--- src/verilog/frame_pkg.sv ---
package frame_pkg;

    // =========================================================================
    // Stream and frame geometry
    // =========================================================================

    // One stream beat carries a single byte
    localparam int BYTE_W = 8;

    // Bytes in the big field, following the table id
    localparam int FIELD_LEN = 16;

    // Credits per link, also the depth of the input buffer
    localparam int CREDIT_DEPTH = 4;

    // Pointer width for the circular input buffer
    localparam int PTR_W = $clog2(CREDIT_DEPTH);

    // =========================================================================
    // Types
    // =========================================================================

    typedef logic [BYTE_W-1:0] byte_t;

    // Byte index 0 of the field sits in the most significant byte
    typedef logic [FIELD_LEN*BYTE_W-1:0] field_t;

    typedef logic [3:0] field_index_t;

    // Counts 0 to CREDIT_DEPTH inclusive
    typedef logic [2:0] credit_count_t;

    typedef logic [PTR_W-1:0] buf_ptr_t;

    // Region of the frame the next byte belongs to
    typedef enum logic [1:0] {
        seq_id,
        seq_field,
        seq_payload
    } seq_state_t;

endpackage

--- src/verilog/credit_receiver.sv ---
`timescale 1ns/100ps

module credit_receiver (
    input  logic                clock,
    input  logic                rst_n,
    input  logic                in_valid,
    input  frame_pkg::byte_t    in_data,
    input  logic                in_last,
    output logic                in_credit,
    input  logic                pop,
    output logic                buf_valid,
    output frame_pkg::byte_t    buf_data,
    output logic                buf_last
);

    // Buffer storage, one entry per credit handed to upstream
    frame_pkg::byte_t data_mem [frame_pkg::CREDIT_DEPTH];
    logic             last_mem [frame_pkg::CREDIT_DEPTH];

    frame_pkg::buf_ptr_t      wr_ptr;
    frame_pkg::buf_ptr_t      rd_ptr;
    frame_pkg::credit_count_t count;

    // =========================================================================
    // Storage write
    // =========================================================================

    // Upstream only sends against a credit, so a write always finds room
    always_ff @(posedge clock) begin
        if (in_valid) begin
            data_mem[wr_ptr] <= in_data;
            last_mem[wr_ptr] <= in_last;
        end
    end

    // =========================================================================
    // Pointers, occupancy and credit return
    // =========================================================================

    always_ff @(posedge clock or negedge rst_n) begin
        if (!rst_n) begin
            wr_ptr    <= '0;
            rd_ptr    <= '0;
            count     <= '0;
            in_credit <= 1'b0;
        end else begin
            if (in_valid) begin
                wr_ptr <= frame_pkg::buf_ptr_t'(wr_ptr + 1'b1);
            end
            if (pop) begin
                rd_ptr <= frame_pkg::buf_ptr_t'(rd_ptr + 1'b1);
            end

            case ({in_valid, pop})
                2'b10:   count <= frame_pkg::credit_count_t'(count + 1'b1);
                2'b01:   count <= frame_pkg::credit_count_t'(count - 1'b1);
                default: count <= count;
            endcase

            // Each consumed byte frees one slot for upstream
            in_credit <= pop;
        end
    end

    // Head of the buffer
    assign buf_valid = (count != '0);
    assign buf_data  = data_mem[rd_ptr];
    assign buf_last  = last_mem[rd_ptr];

endmodule

--- src/verilog/frame_sequencer.sv ---
`timescale 1ns/100ps

module frame_sequencer (
    input  logic                    clock,
    input  logic                    rst_n,
    input  logic                    buf_valid,
    input  logic                    buf_last,
    input  logic                    send_ready,
    output logic                    pop,
    output logic                    id_write,
    output logic                    field_write,
    output frame_pkg::field_index_t field_index,
    output logic                    payload_send,
    output logic                    payload_last,
    output logic                    frame_error
);

    localparam frame_pkg::field_index_t LAST_INDEX =
        frame_pkg::field_index_t'(frame_pkg::FIELD_LEN - 1);

    frame_pkg::seq_state_t   state;
    frame_pkg::seq_state_t   state_next;
    frame_pkg::field_index_t index_next;
    logic                    early_end;

    // =========================================================================
    // Consume decision and region strobes
    // =========================================================================

    // Id and field bytes never stall; payload waits for an output credit
    assign pop = buf_valid && ((state != frame_pkg::seq_payload) || send_ready);

    assign id_write     = pop && (state == frame_pkg::seq_id);
    assign field_write  = pop && (state == frame_pkg::seq_field);
    assign payload_send = pop && (state == frame_pkg::seq_payload);
    assign payload_last = payload_send && buf_last;

    // Frame closed before the final field byte was written
    assign early_end = pop && buf_last &&
        ((state == frame_pkg::seq_id) ||
         ((state == frame_pkg::seq_field) && (field_index != LAST_INDEX)));

    // =========================================================================
    // Next state
    // =========================================================================

    always_comb begin
        state_next = state;
        index_next = field_index;

        if (pop) begin
            case (state)
                frame_pkg::seq_id: begin
                    // A one byte frame stays in the id region
                    if (!buf_last) begin
                        state_next = frame_pkg::seq_field;
                        index_next = '0;
                    end
                end
                frame_pkg::seq_field: begin
                    if (buf_last) begin
                        state_next = frame_pkg::seq_id;
                    end else if (field_index == LAST_INDEX) begin
                        state_next = frame_pkg::seq_payload;
                    end else begin
                        index_next = frame_pkg::field_index_t'(field_index + 1'b1);
                    end
                end
                frame_pkg::seq_payload: begin
                    if (buf_last) begin
                        state_next = frame_pkg::seq_id;
                    end
                end
                default: begin
                    state_next = frame_pkg::seq_id;
                end
            endcase
        end
    end

    always_ff @(posedge clock or negedge rst_n) begin
        if (!rst_n) begin
            state       <= frame_pkg::seq_id;
            field_index <= '0;
            frame_error <= 1'b0;
        end else begin
            state       <= state_next;
            field_index <= index_next;
            // One cycle pulse after the byte that ends a frame early
            frame_error <= early_end;
        end
    end

endmodule

--- src/verilog/field_capture.sv ---
`timescale 1ns/100ps

module field_capture (
    input  logic                    clock,
    input  logic                    rst_n,
    input  frame_pkg::byte_t        buf_data,
    input  logic                    id_write,
    input  logic                    field_write,
    input  frame_pkg::field_index_t field_index,
    output frame_pkg::byte_t        table_id,
    output frame_pkg::field_t       field_value,
    output logic                    field_valid
);

    localparam frame_pkg::field_index_t LAST_INDEX =
        frame_pkg::field_index_t'(frame_pkg::FIELD_LEN - 1);

    // One entry per field byte, entry 0 is the first byte on the stream
    frame_pkg::byte_t field_bytes [frame_pkg::FIELD_LEN];

    // =========================================================================
    // Id and field storage
    // =========================================================================

    always_ff @(posedge clock) begin
        if (id_write) begin
            table_id <= buf_data;
        end
        if (field_write) begin
            field_bytes[field_index] <= buf_data;
        end
    end

    // Pack the array with byte 0 in the top byte lane
    always_comb begin
        for (int i = 0; i < frame_pkg::FIELD_LEN; i++) begin
            field_value[(frame_pkg::FIELD_LEN-1-i)*frame_pkg::BYTE_W +: frame_pkg::BYTE_W] =
                field_bytes[i];
        end
    end

    // =========================================================================
    // Completion flag
    // =========================================================================

    // Only a frame that reaches the final index gets here
    always_ff @(posedge clock or negedge rst_n) begin
        if (!rst_n) begin
            field_valid <= 1'b0;
        end else begin
            field_valid <= field_write && (field_index == LAST_INDEX);
        end
    end

endmodule

--- src/verilog/payload_sender.sv ---
`timescale 1ns/100ps

module payload_sender (
    input  logic             clock,
    input  logic             rst_n,
    input  frame_pkg::byte_t buf_data,
    input  logic             payload_send,
    input  logic             payload_last,
    input  logic             out_credit,
    output logic             send_ready,
    output logic             out_valid,
    output frame_pkg::byte_t out_data,
    output logic             out_last
);

    localparam frame_pkg::credit_count_t FULL_CREDITS =
        frame_pkg::credit_count_t'(frame_pkg::CREDIT_DEPTH);

    frame_pkg::credit_count_t credits;

    // The only place that tests the downstream credit count
    assign send_ready = (credits != '0);

    // =========================================================================
    // Output credit counter
    // =========================================================================

    // A send and a returned credit in one cycle leave the count unchanged
    always_ff @(posedge clock or negedge rst_n) begin
        if (!rst_n) begin
            credits <= FULL_CREDITS;
        end else begin
            case ({payload_send, out_credit})
                2'b10:   credits <= frame_pkg::credit_count_t'(credits - 1'b1);
                2'b01:   credits <= frame_pkg::credit_count_t'(credits + 1'b1);
                default: credits <= credits;
            endcase
        end
    end

    // =========================================================================
    // Output register
    // =========================================================================

    always_ff @(posedge clock or negedge rst_n) begin
        if (!rst_n) begin
            out_valid <= 1'b0;
            out_last  <= 1'b0;
        end else begin
            out_valid <= payload_send;
            out_last  <= payload_send && payload_last;
        end
    end

    always_ff @(posedge clock) begin
        if (payload_send) begin
            out_data <= buf_data;
        end
    end

endmodule

--- src/verilog/frame_table_parser.sv ---
`timescale 1ns/100ps

module frame_table_parser (
    input  logic              clock,
    input  logic              rst_n,
    // Upstream link
    input  logic              in_valid,
    input  frame_pkg::byte_t  in_data,
    input  logic              in_last,
    output logic              in_credit,
    // Downstream link
    output logic              out_valid,
    output frame_pkg::byte_t  out_data,
    output logic              out_last,
    input  logic              out_credit,
    // Parsed frame table entry
    output frame_pkg::byte_t  table_id,
    output frame_pkg::field_t field_value,
    output logic              field_valid,
    output logic              frame_error
);

    logic                    buf_valid;
    frame_pkg::byte_t        buf_data;
    logic                    buf_last;
    logic                    pop;
    logic                    id_write;
    logic                    field_write;
    frame_pkg::field_index_t field_index;
    logic                    payload_send;
    logic                    payload_last;
    logic                    send_ready;

    credit_receiver i_credit_receiver (
        .clock     (clock),
        .rst_n     (rst_n),
        .in_valid  (in_valid),
        .in_data   (in_data),
        .in_last   (in_last),
        .in_credit (in_credit),
        .pop       (pop),
        .buf_valid (buf_valid),
        .buf_data  (buf_data),
        .buf_last  (buf_last)
    );

    frame_sequencer i_frame_sequencer (
        .clock        (clock),
        .rst_n        (rst_n),
        .buf_valid    (buf_valid),
        .buf_last     (buf_last),
        .send_ready   (send_ready),
        .pop          (pop),
        .id_write     (id_write),
        .field_write  (field_write),
        .field_index  (field_index),
        .payload_send (payload_send),
        .payload_last (payload_last),
        .frame_error  (frame_error)
    );

    field_capture i_field_capture (
        .clock       (clock),
        .rst_n       (rst_n),
        .buf_data    (buf_data),
        .id_write    (id_write),
        .field_write (field_write),
        .field_index (field_index),
        .table_id    (table_id),
        .field_value (field_value),
        .field_valid (field_valid)
    );

    payload_sender i_payload_sender (
        .clock        (clock),
        .rst_n        (rst_n),
        .buf_data     (buf_data),
        .payload_send (payload_send),
        .payload_last (payload_last),
        .out_credit   (out_credit),
        .send_ready   (send_ready),
        .out_valid    (out_valid),
        .out_data     (out_data),
        .out_last     (out_last)
    );

endmodule

--- config.mk ---
export PLATFORM = sky130hd
export DESIGN_NAME = frame_table_parser
export DESIGN_NICKNAME = d
export VERILOG_FILES = /design/src/verilog/frame_pkg.sv /design/src/verilog/credit_receiver.sv /design/src/verilog/frame_sequencer.sv /design/src/verilog/field_capture.sv /design/src/verilog/payload_sender.sv /design/src/verilog/frame_table_parser.sv
export SDC_FILE = /design/constraint.sdc
export NUM_CORES = 1
export LEC_CHECK = 0
export CORE_ASPECT_RATIO = 0.9
export CORE_MARGIN = 5
export CORE_UTILIZATION = 45
export CTS_BUF_LIST = sky130_fd_sc_hd__clkbuf_16
export DETAILED_ROUTE_END_ITERATION = 16
export DONT_BUFFER_PORTS = 1
export SETUP_SLACK_MARGIN = 0.05
export SLEW_MARGIN = 20
export SYNTH_ARGS = -nofsm -noshare
export SYNTH_HDL_FRONTEND = slang
export SYNTH_HIERARCHICAL = 1
export SYNTH_SLANG_ARGS = --single-unit
--- constraint.sdc ---
create_clock -name clock -period 2.7 [get_ports clock]
set_clock_uncertainty 0.15 [all_clocks]
set_input_delay 0.27 -clock clock [delete_from_list [all_inputs] [get_ports clock]]
set_output_delay 0.27 -clock clock [all_outputs]
set_load 0.02 [all_outputs]
==> impl_metrics.env, run 1 <==
export IMPL_avgViaCountPerCell=5.223
export IMPL_synth_top_area_frac=0.7890
export IMPL_critical_path_required_ps=2940
export IMPL_cts_setup_buffers=0
export IMPL_switchingPower_uw=2668
export IMPL_r2r_slack_ps=190
export IMPL_ff_latch_area_sq_mm=0.005932
export IMPL_hold_class="in -> reg"
export IMPL_pre_cts_slack_ps=36.87
export IMPL_multi_input_area_sq_um=862.1
export IMPL_dieWidth_microns=140.1
export IMPL_drive_above_1_share=0.1737
export IMPL_cts_buffer_depth=3
export IMPL_final_hold_viol_count=0
export IMPL_coreArea_sq_mm=0.01482
export IMPL_p_leak_uw=0.002732
export IMPL_route_antenna_remaining_nets=0
export IMPL_status="finished clean"
export IMPL_wl_per_cell_microns=23.41
export IMPL_grt_max_degree=22
export IMPL_slew_limit_headroom=0.5721
export IMPL_cts_htree_levels=1
export IMPL_worst_slew_pin_slew_ps=638.4
export IMPL_p_clk_frac=0.295
export IMPL_critPathKind="reg -> reg"
export IMPL_syn_nets=337
export IMPL_ys_seq_elements=201
export IMPL_start_util=0.4623
export IMPL_power_uw=9142
export IMPL_cp_cell_sequence="or3_1, buf_4, o31a_1, ha_1, fa_1, xnor2_1, nor2_1, xor2_1"
export IMPL_synthCells=315
export IMPL_min_period_ps=2514
export IMPL_setup_viol_count_final=0
export IMPL_grt_first_pass_wirelength_microns=20170
export IMPL_layout_commonest_cell="edfxtp_1"
export IMPL_fin_ws_ps=185.8
export IMPL_crit_buf_inv=1
export IMPL_final_max_slew_viol_count=0
export IMPL_pwr_share_comb=0.171
export IMPL_power_density_mw_per_mm2=1140
export IMPL_synthTopCellsByArea="edfxtp_1 (79%), dfrtp_1 (7.3%), mux4_2 (2.6%)"
export IMPL_grt_use_total=0.1494
export IMPL_clk_latency_ps=470
export IMPL_synth_seq_area_share=0.8659
export IMPL_netlist_area_sq_mm=0.006850
export IMPL_synth_edff_count=180
export IMPL_setup_worst_path_end_class="flop"
export IMPL_ys_flop_type="edfxtp_1"
export IMPL_ios=162
export IMPL_first_pass_iters=4
export IMPL_cts_sinks=201
export IMPL_final_nets=389
export IMPL_cap_viol_max_count=0
export IMPL_cts_made_buffers=21
export IMPL_layout_common_cells="edfxtp_1 (180), clkbuf_16 (22), buf_4 (21)"
export IMPL_vias=3019
export IMPL_synthArstFlopShare=0.1045
export IMPL_clk_pin_slew_worst_paths_ps=50
export IMPL_grt_overflow_total=0
export IMPL_crit_arrival_ps=2760
export IMPL_place_congestion=0.7501
export IMPL_rows=42
export IMPL_synth_top_cell_by_area="edfxtp_1"
export IMPL_max_freq_mhz=397.7
export IMPL_place_hpwl_microns=8433
export IMPL_n_antenna_cell=0
export IMPL_critPathTopFamily="adder cells"
export IMPL_critPathMaxFanout=4
export IMPL_setup_tns_ps=0
export IMPL_rsz0062_at_grt="no"
export IMPL_area_delta_synth_final_pct=17.02
export IMPL_worstSetupStartpointType="flop"
export IMPL_antenna_found_initial=0
export IMPL_slowest_stage="dfrtp_1"
export IMPL_ir_drop_v=0.0005942
export IMPL_p_sw_frac=0.2919
export IMPL_drcViolationCount=0
export IMPL_cp_slowest_stage_delay_ps=420
export IMPL_dieArea_sq_mm=0.01779
export IMPL_fin_crit_sh=0.9312
export IMPL_clockRootBuffer="clkbuf_16"
export IMPL_cts_tree="done"
export IMPL_die_height_microns=127.1
export IMPL_grt_pass1_vias=3070
export IMPL_internal_power_uw=6474
export IMPL_ys_types=42
export IMPL_wirelength_microns=13530
export IMPL_fin_util=0.5409
export IMPL_drtIter0Drc=171
export IMPL_port_buffers=0
export IMPL_power_frac_seq=0.534
export IMPL_ys_warn_count=6
export IMPL_n_fill_cell=1170
export IMPL_syn_area_per_cell_sq_um=21.75
-- repair_timing --
item | CTS | global route
setup endpoints to repair | 1 | 0
resized for setup | 1 | 0
hold endpoints to repair | 61 | 20
hold buffers | 12 | 1
-- through the flow --
stage	area, sq um	hold slack, ps	cells
6_report	8016	158.8	578
5_1_grt	8016	161.5	578
4_1_cts	8006	158.5	577
3_5_place_dp	7222	-174.9	529
3_3_place_gp	7222	-174.9	529
2_1_floorplan	6855	-175.6	315
-- layout make-up --
class | instances | area share
clock inverter | 14 | 0.01342
sequential | 201 | 0.7400
clock buffer | 22 | 0.06867
tap | 198 | 0.03090
multi-input combinational | 100 | 0.1075
inverter | 9 | 0.004214
timing repair buffer | 34 | 0.03527
-- power by group through the flow --
stage | combinational (uW) | clock (uW) | sequential, uW
3_5_place_dp | 1600 | 0 | 4950
2_1_floorplan | 1030 | 0 | 4810
6_report | 1560 | 2700 | 4880
4_1_cts | 1620 | 2760 | 4890
5_1_grt | 1760 | 2910 | 4930
3_3_place_gp | 1550 | 0 | 4930
-- worst paths after layout --
kind	from	to	cells after the start
worst max-delay path	i_payload_sender/credits[0]	i_credit_receiver/count[2]	8
min in group asynchronous	rst_n	i_credit_receiver/rd_ptr[0]	2
worst min-delay path	in_valid	i_credit_receiver/data_mem[3][2]	1
worst max register to register	i_payload_sender/credits[0]	i_credit_receiver/count[2]	8
worst min register to register	i_credit_receiver/count[2]	i_credit_receiver/count[2]	1
max in group asynchronous	rst_n	i_payload_sender/credits[2]	2
-- synth_stat cells, drive strengths merged (2+ instances only) --
library cell / n
edfxtp: 180
dfrtp: 20
nor2: 14
nand2: 10
inv: 9
mux4: 9
ha: 7
nor3: 7
and2: 6
nand3: 5
xor2: 5
buf: 4
o21ai: 4
xnor2: 4
nand2b: 3
or3b: 3
fa: 2
mux2: 2
nand3b: 2
nand4: 2
nor4: 2
or3: 2
-- routing by layer --
layer | up-vias | GRT usage | wire length (microns)
met5 | - | 0 | 0
met1 | 1528 | 0.1903 | 5575
li1 | 1328 | - | -
met2 | 139 | 0.2478 | 6598
met4 | 0 | 0.03818 | 315
met3 | 24 | 0.05306 | 1040
-- sequential cells by signal, indices dropped and copies added, names as in the netlist, 2 cells and up --
register                       flops
i_credit_receiver/count            3
i_credit_receiver/data_mem        32
i_credit_receiver/last_mem         4
i_credit_receiver/rd_ptr           2
i_credit_receiver/wr_ptr           2
i_field_capture/field_bytes      128
i_field_capture/table_id           8
i_frame_sequencer/field_index      4
i_frame_sequencer/state            2
i_payload_sender/credits           3
i_payload_sender/out_data          8
-- logic make-up after synthesis --
family,count (synthesis),synth area share
AOI/OAI and AO/OA,10,0.01077
xor gates and xnor gates,9,0.01151
adders and majority gates,9,0.01863
buffers and inverters,14,0.01059
DFF,201,0.8659
muxes,11,0.03342
and+or+nand+nor,61,0.04913
No activity file was read; power rests on OpenSTA's default activity.
==> run 2, diff against run 1 <==
--- a/config.mk
+++ b/config.mk
@@ -11,9 +11,8 @@
 export CTS_BUF_LIST = sky130_fd_sc_hd__clkbuf_16
 export DETAILED_ROUTE_END_ITERATION = 16
 export DONT_BUFFER_PORTS = 1
+export MAX_ROUTING_LAYER = met4
 export SETUP_SLACK_MARGIN = 0.05
-export SLEW_MARGIN = 20
 export SYNTH_ARGS = -nofsm -noshare
 export SYNTH_HDL_FRONTEND = slang
-export SYNTH_HIERARCHICAL = 1
 export SYNTH_SLANG_ARGS = --single-unit
==> impl_metrics.env, run 2 <==
export IMPL_place_congestion=0.7638
export IMPL_status="finished clean"
export IMPL_layout_commonest_cell="edfxtp_1"
export IMPL_wl_per_cell_microns=23.81
export IMPL_critical_path_required_ps=2960
export IMPL_critPathMaxFanout=11
export IMPL_coreArea_sq_mm=0.01523
export IMPL_wirelength_microns=13810
export IMPL_cts_tree="done"
export IMPL_clockRootBuffer="clkbuf_16"
export IMPL_final_nets=390
export IMPL_ff_latch_area_sq_mm=0.005932
export IMPL_final_max_slew_viol_count=0
export IMPL_synthTopCellsByArea="edfxtp_1 (78%), dfrtp_1 (7.2%), mux4_1 (3.0%)"
export IMPL_dieArea_sq_mm=0.01795
export IMPL_cp_cell_sequence="nor2b_1, a21oi_1, ha_1, inv_1, fa_1, xor2_1, nor2_1, xor2_1"
export IMPL_area_delta_synth_final_pct=15.83
export IMPL_fin_crit_sh=0.8623
export IMPL_cts_setup_buffers=0
export IMPL_reg_largest_list="i_field_capture.field_bytes: 128 flops, i_credit_receiver.data_mem: 32 flops"
export IMPL_setup_tns_ps=0
export IMPL_fin_ws_ps=371.9
export IMPL_max_freq_mhz=429.5
export IMPL_rsz0062_at_grt="no"
export IMPL_syn_area_per_cell_sq_um=21.67
export IMPL_final_hold_viol_count=0
export IMPL_n_antenna_cell=0
export IMPL_grt_pass1_vias=3117
export IMPL_cts_resized=0
export IMPL_grt_overflow_total=0
export IMPL_grt_first_pass_wirelength_microns=20250
export IMPL_dieWidth_microns=140.7
export IMPL_syn_nets=344
export IMPL_met2_usage=0.2438
export IMPL_die_height_microns=127.6
export IMPL_ir_drop_v=0.0005424
export IMPL_cap_viol_max_count=0
export IMPL_clk_pin_slew_worst_paths_ps=60
export IMPL_grt_max_degree=22
export IMPL_synth_edff_count=180
export IMPL_setup_worst_path_end_class="flop"
export IMPL_synthCells=319
export IMPL_layout_common_cells="edfxtp_1 (180), clkbuf_16 (21), dfrtp_1 (20)"
export IMPL_first_pass_iters=4
export IMPL_ys_flop_type="edfxtp_1"
export IMPL_ys_seq_elements=201
export IMPL_vias=3041
export IMPL_synth_top_cell_by_area="edfxtp_1"
export IMPL_crit_buf_inv=1
export IMPL_setup_viol_count_final=0
export IMPL_power_density_mw_per_mm2=1136
export IMPL_use_met3=0.04978
export IMPL_start_util=0.4541
export IMPL_place_hpwl_microns=8783
export IMPL_slowest_stage="dfrtp_1"
export IMPL_cpMostUsedCell="xor2_1"
export IMPL_use_met1=0.1925
export IMPL_min_period_ps=2328
export IMPL_synthArstFlopShare=0.1045
export IMPL_crit_arrival_ps=2590
export IMPL_ios=162
export IMPL_grt_busiest_layer="met2"
export IMPL_synth_top_area_frac=0.7818
export IMPL_hold_class="in -> reg"
export IMPL_synth_seq_area_share=0.8579
export IMPL_grt_use_total=0.1540
export IMPL_netlist_area_sq_mm=0.006914
export IMPL_hold_buffers=12
export IMPL_worst_slew_pin_slew_ps=1037
export IMPL_cts_buffer_depth=3
export IMPL_power_uw=9096
export IMPL_synth_common_cells="edfxtp_1 (180), dfrtp_1 (20), and2_1 (16), inv_1 (16), ha_1 (10)"
export IMPL_rows=43
export IMPL_clk_latency_ps=480
export IMPL_multi_input_area_sq_um=888.4
export IMPL_p_leak_uw=0.002778
export IMPL_avgViaCountPerCell=5.243
export IMPL_n_fill_cell=1174
export IMPL_largest_register="i_field_capture.field_bytes"
export IMPL_drcViolationCount=0
export IMPL_ys_types=36
export IMPL_route_antenna_remaining_nets=0
export IMPL_cts_made_buffers=21
export IMPL_yosysMostFrequentCell="edfxtp_1"
export IMPL_slew_limit_headroom=0.3064
export IMPL_pre_cts_slack_ps=368.9
export IMPL_cp_slowest_stage_delay_ps=490
export IMPL_largest_register_ffs=128
export IMPL_worstSetupStartpointType="flop"
export IMPL_critPathTopFamily="adder cells"
export IMPL_critPathKind="reg -> reg"
export IMPL_cts_htree_levels=1
export IMPL_drtIter0Drc=152
export IMPL_drive_above_1_share=0.1296
export IMPL_cts_sinks=201
export IMPL_antenna_found_initial=0
export IMPL_port_buffers=0
export IMPL_ys_warn_count=0
==> run 2: logic make-up (layout without fill, tap and decap cells) <==
| kind of cell | Yosys count | in the layout | share of synthesized area |
|---|---|---|---|
| AO/OA/AOI/OAI | 14 | 14 | 0.01448 |
| XOR/XNOR | 9 | 9 | 0.01140 |
| adder cells (fa/ha/maj) | 12 | 12 | 0.02389 |
| buffers and inverters | 23 | 82 | 0.01357 |
| flip-flops | 201 | 201 | 0.8579 |
| multiplexers | 10 | 10 | 0.03529 |
| AND/OR/NAND/NOR | 50 | 50 | 0.04343 |
==> run 2: worst register-to-register path: stages, from the launching register on <==
cell and delay, ps:
dfrtp_1 490, nor2b_1 210, a21oi_1 280, ha_1 250
inv_1 70, fa_1 390, xor2_1 160, nor2_1 120
xor2_1 140
==> run 2: layout make-up <==
type,instances,share of cell area
clock inverters,15,0.01187
multi-input cells,95,0.1109
repair buffers,30,0.03187
flip-flops and latches,201,0.7407
inverters,16,0.007499
clock buffers,21,0.06561
well taps,202,0.03156
==> run 2: worst paths after layout <==
path / startpoint / end / slack (ps) / depth (start not counted)
hold reg to reg: i_credit_receiver.count[2] / i_credit_receiver.count[2] / 340 / 1
hold / removal: in_valid / i_credit_receiver.data_mem[1][5] / 140 / 1
setup / recovery: i_frame_sequencer.state[1] / i_credit_receiver.count[2] / 370 / 8
setup reg to reg: i_frame_sequencer.state[1] / i_credit_receiver.count[2] / 370 / 8
max in group asynchronous: rst_n / i_field_capture.field_valid / 1500 / 1
min in group asynchronous: rst_n / i_credit_receiver.wr_ptr[1] / 270 / 1
==> run 2: metrics by stage <==
step / cells / utilization / area (sq um) / hold WS (ps)
global placement: 532 / 0.4774 / 7268 / -174.8
detailed placement: 532 / 0.4774 / 7268 / -174.7
floorplan: 319 / - / 6914 / -175.6
global route: 580 / 0.5260 / 8009 / 147.2
finish: 580 / 0.5260 / 8009 / 142.1
CTS: 580 / 0.5260 / 8009 / 142.3
==> run 2: where the power goes <==
part	switching, uW	internal, uW	leakage [uW]
clock network	1080	1500	0.000315
registers	536	4340	0.00190
logic	1100	540	0.000569
total	2720	6380	0.00278
==> run 2: per-layer routing <==
metal / wire [microns] / vias to the layer above / part of all wire
met5: 0 / - / 0
met4: 378 / 0 / 0.027
met3: 970 / 23 / 0.070
met2: 6594 / 129 / 0.48
met1: 5868 / 1554 / 0.42
li1: - / 1335 / -
==> run 3, diff against run 2 <==
--- a/config.mk
+++ b/config.mk
@@ -5,7 +5,7 @@
 export SDC_FILE = /design/constraint.sdc
 export NUM_CORES = 1
 export LEC_CHECK = 0
-export CORE_ASPECT_RATIO = 0.9
+export CORE_ASPECT_RATIO = 1.75
 export CORE_MARGIN = 5
 export CORE_UTILIZATION = 45
 export CTS_BUF_LIST = sky130_fd_sc_hd__clkbuf_16
==> constraint.sdc (replaced) <==
create_clock -name clock -period 2.4 [get_ports clock]
set_clock_uncertainty 0.15 [all_clocks]
set_input_delay 0.24 -clock clock [delete_from_list [all_inputs] [get_ports clock]]
set_output_delay 0.24 -clock clock [all_outputs]
set_load 0.02 [all_outputs]
==> impl_metrics.env, run 3 (synthesis gave the netlist of run 2 again) <==
export IMPL_cts_made_buffers=18
export IMPL_setup_tns_ps=0
export IMPL_cap_viol_max_count=0
export IMPL_setup_worst_path_end_class="flop"
export IMPL_slowest_stage="dfrtp_1"
export IMPL_crit_arrival_ps=2490
export IMPL_setup_viol_count_final=0
export IMPL_hold_path_depth=1
export IMPL_power_density_mw_per_mm2=1251
export IMPL_grt_use_total=0.1496
export IMPL_r2r_slack_ps=150
export IMPL_ir_drop_v=0.001014
export IMPL_critPathTopFamily="adder cells"
export IMPL_drcViolationCount=0
export IMPL_avgViaCountPerCell=5.275
export IMPL_min_period_ps=2253
export IMPL_switchingPower_uw=2925
export IMPL_first_pass_iters=4
export IMPL_hp_start="in_valid"
export IMPL_final_area_sq_mm=0.007965
export IMPL_vias=2970
export IMPL_reg_largest_list="i_field_capture.field_bytes: 128 flops, i_credit_receiver.data_mem: 32 flops"
export IMPL_drtIter0Drc=138
export IMPL_cts_tree="done"
export IMPL_place_congestion=0.7816
export IMPL_whs_endpoint="i_credit_receiver.last_mem[2]"
export IMPL_cts_buffer_depth=3
export IMPL_n_fill_cell=1187
export IMPL_worst_slew_pin_slew_ps=1041
export IMPL_slew_limit_headroom=0.3007
export IMPL_rows=60
export IMPL_dieWidth_microns=103.7
export IMPL_grt_overflow_total=0
export IMPL_drive_above_1_share=0.1383
export IMPL_internal_power_uw=7040
export IMPL_ios=162
export IMPL_largest_register="i_field_capture.field_bytes"
export IMPL_layout_common_cells="edfxtp_1 (180), inv_1 (23), dfrtp_1 (20), buf_4 (20), clkbuf_16 (19)"
export IMPL_max_freq_mhz=443.8
export IMPL_p_sw_frac=0.2936
export IMPL_fin_crit_sh=0.9389
export IMPL_grt_max_degree=22
export IMPL_critical_path_required_ps=2640
export IMPL_pwr_share_comb=0.181
export IMPL_reg2reg_depth=8
export IMPL_clockRootBuffer="clkbuf_16"
export IMPL_die_height_microns=174.0
export IMPL_cts_htree_levels=1
export IMPL_crit_buf_inv=1
export IMPL_power_uw=9965
export IMPL_timing_rr_end="i_credit_receiver.count[2]"
export IMPL_cp_cell_sequence="nor2b_1, a21oi_1, ha_1, inv_1, fa_1, xor2_1, nor2_1, xor2_1"
export IMPL_place_hpwl_microns=9378
export IMPL_cts_sinks=201
export IMPL_p_leak_uw=0.002775
export IMPL_cp_slowest_stage_delay_ps=480
export IMPL_clk_latency_ps=470
export IMPL_area_delta_synth_final_pct=15.20
export IMPL_status="finished clean"
export IMPL_p_clk_frac=0.269
export IMPL_wirelength_microns=13530
export IMPL_cpMostUsedCell="xor2_1"
export IMPL_worstSetupStartpointType="flop"
export IMPL_regToRegStartpoint="i_frame_sequencer.state[1]"
export IMPL_port_buffers=0
export IMPL_grt_pass1_vias=3085
export IMPL_rsz0062_at_grt="no"
export IMPL_antenna_found_initial=1
export IMPL_critPathKind="reg -> reg"
export IMPL_hold_class="in -> reg"
export IMPL_layout_commonest_cell="edfxtp_1"
export IMPL_start_util=0.4537
export IMPL_final_max_slew_viol_count=0
export IMPL_coreArea_sq_mm=0.01524
export IMPL_final_nets=389
export IMPL_final_hold_viol_count=0
export IMPL_power_frac_seq=0.549
export IMPL_largest_register_ffs=128
export IMPL_placed_area_sq_mm=0.007256
export IMPL_clk_pin_slew_worst_paths_ps=60
export IMPL_wl_per_cell_microns=24.03
export IMPL_dieArea_sq_mm=0.01804
export IMPL_grt_first_pass_wirelength_microns=19820
export IMPL_route_antenna_remaining_nets=0
export IMPL_critPathMaxFanout=11
[run 3: cell types whose count changed in the layout (fill, tap and decap cells not counted), sizes merged]
cell    change
diode       +1
clkinv      -6
clkbuf      -2
buf         +2
inv         +4
[run 3: metal layers]
metal,track usage,routed length [microns],vias up
li1,-,-,1325
met1,0.1506,4659,1493
met2,0.2774,7793,123
met3,0.02861,606,29
met4,0.06375,471,0
met5,-,0,-
[run 3: stage by stage]
step                std cells  utilization  worst slack, ps  hold WS (ps)
finish                    563       0.5227            146.6         123.9
global route              563       0.5227            54.77         125.8
CTS                       561       0.5209            69.12         121.6
detailed placement        517       0.4761            102.9        -205.0
global placement          517       0.4761            199.3        -204.9
floorplan                 319            -            199.8        -205.6
[run 3: how the worst max path moves through the flow]
stage | start | endpoint | slack [ps] | depth (start not counted)
after floorplan | i_credit_receiver.count[2] | i_credit_receiver.count[1] | 200 | 7
after global placement | i_payload_sender.credits[1] | i_payload_sender.credits[2] | 200 | 8
after detailed placement | i_credit_receiver.count[2] | i_payload_sender.credits[2] | 100 | 8
after CTS | i_credit_receiver.count[2] | i_payload_sender.credits[2] | 70 | 8
after global routing | i_frame_sequencer.state[1] | i_credit_receiver.count[2] | 50 | 8
final | i_frame_sequencer.state[1] | i_credit_receiver.count[2] | 150 | 8
[run 3: repair_timing]
item                                   CTS  global route
setup endpoints to repair                0             1
buffers inserted                         0             1
hold buffers                            12             0
resized for setup                        0             4
endpoints found under the hold margin   63             0
[run 3: power groups by stage]
| stage | combinational [uW] | sequential, uW | clock, uW |
|---|---|---|---|
| finish | 1810 | 5470 | 2680 |
| global route | 2020 | 5520 | 2910 |
| CTS | 1840 | 5490 | 2750 |
| detailed placement | 1800 | 5570 | 0 |
| global placement | 1730 | 5530 | 0 |
| floorplan | 1090 | 5390 | 0 |
[run 3: area by class of cell]
class                           instances  area [sq um]  area share
Antenna cell                            1         2.502   0.0003142
Clock inverter                         13         86.33     0.01084
Multi-Input combinational cell         95         905.9      0.1137
Timing Repair Buffer                   32         270.3     0.03393
Tap cell                              186         232.7     0.02922
Sequential cell                       201          5932      0.7447
Clock buffer                           19         475.5     0.05969
Inverter                               16         60.06    0.007540
[run 3: worst register-to-register path, cell delays in order, from the launching register on]
cell,delay (ps)
dfrtp_1,480
nor2b_1,220
a21oi_1,230
ha_1,220
inv_1,60
fa_1,370
xor2_1,160
nor2_1,110
xor2_1,180
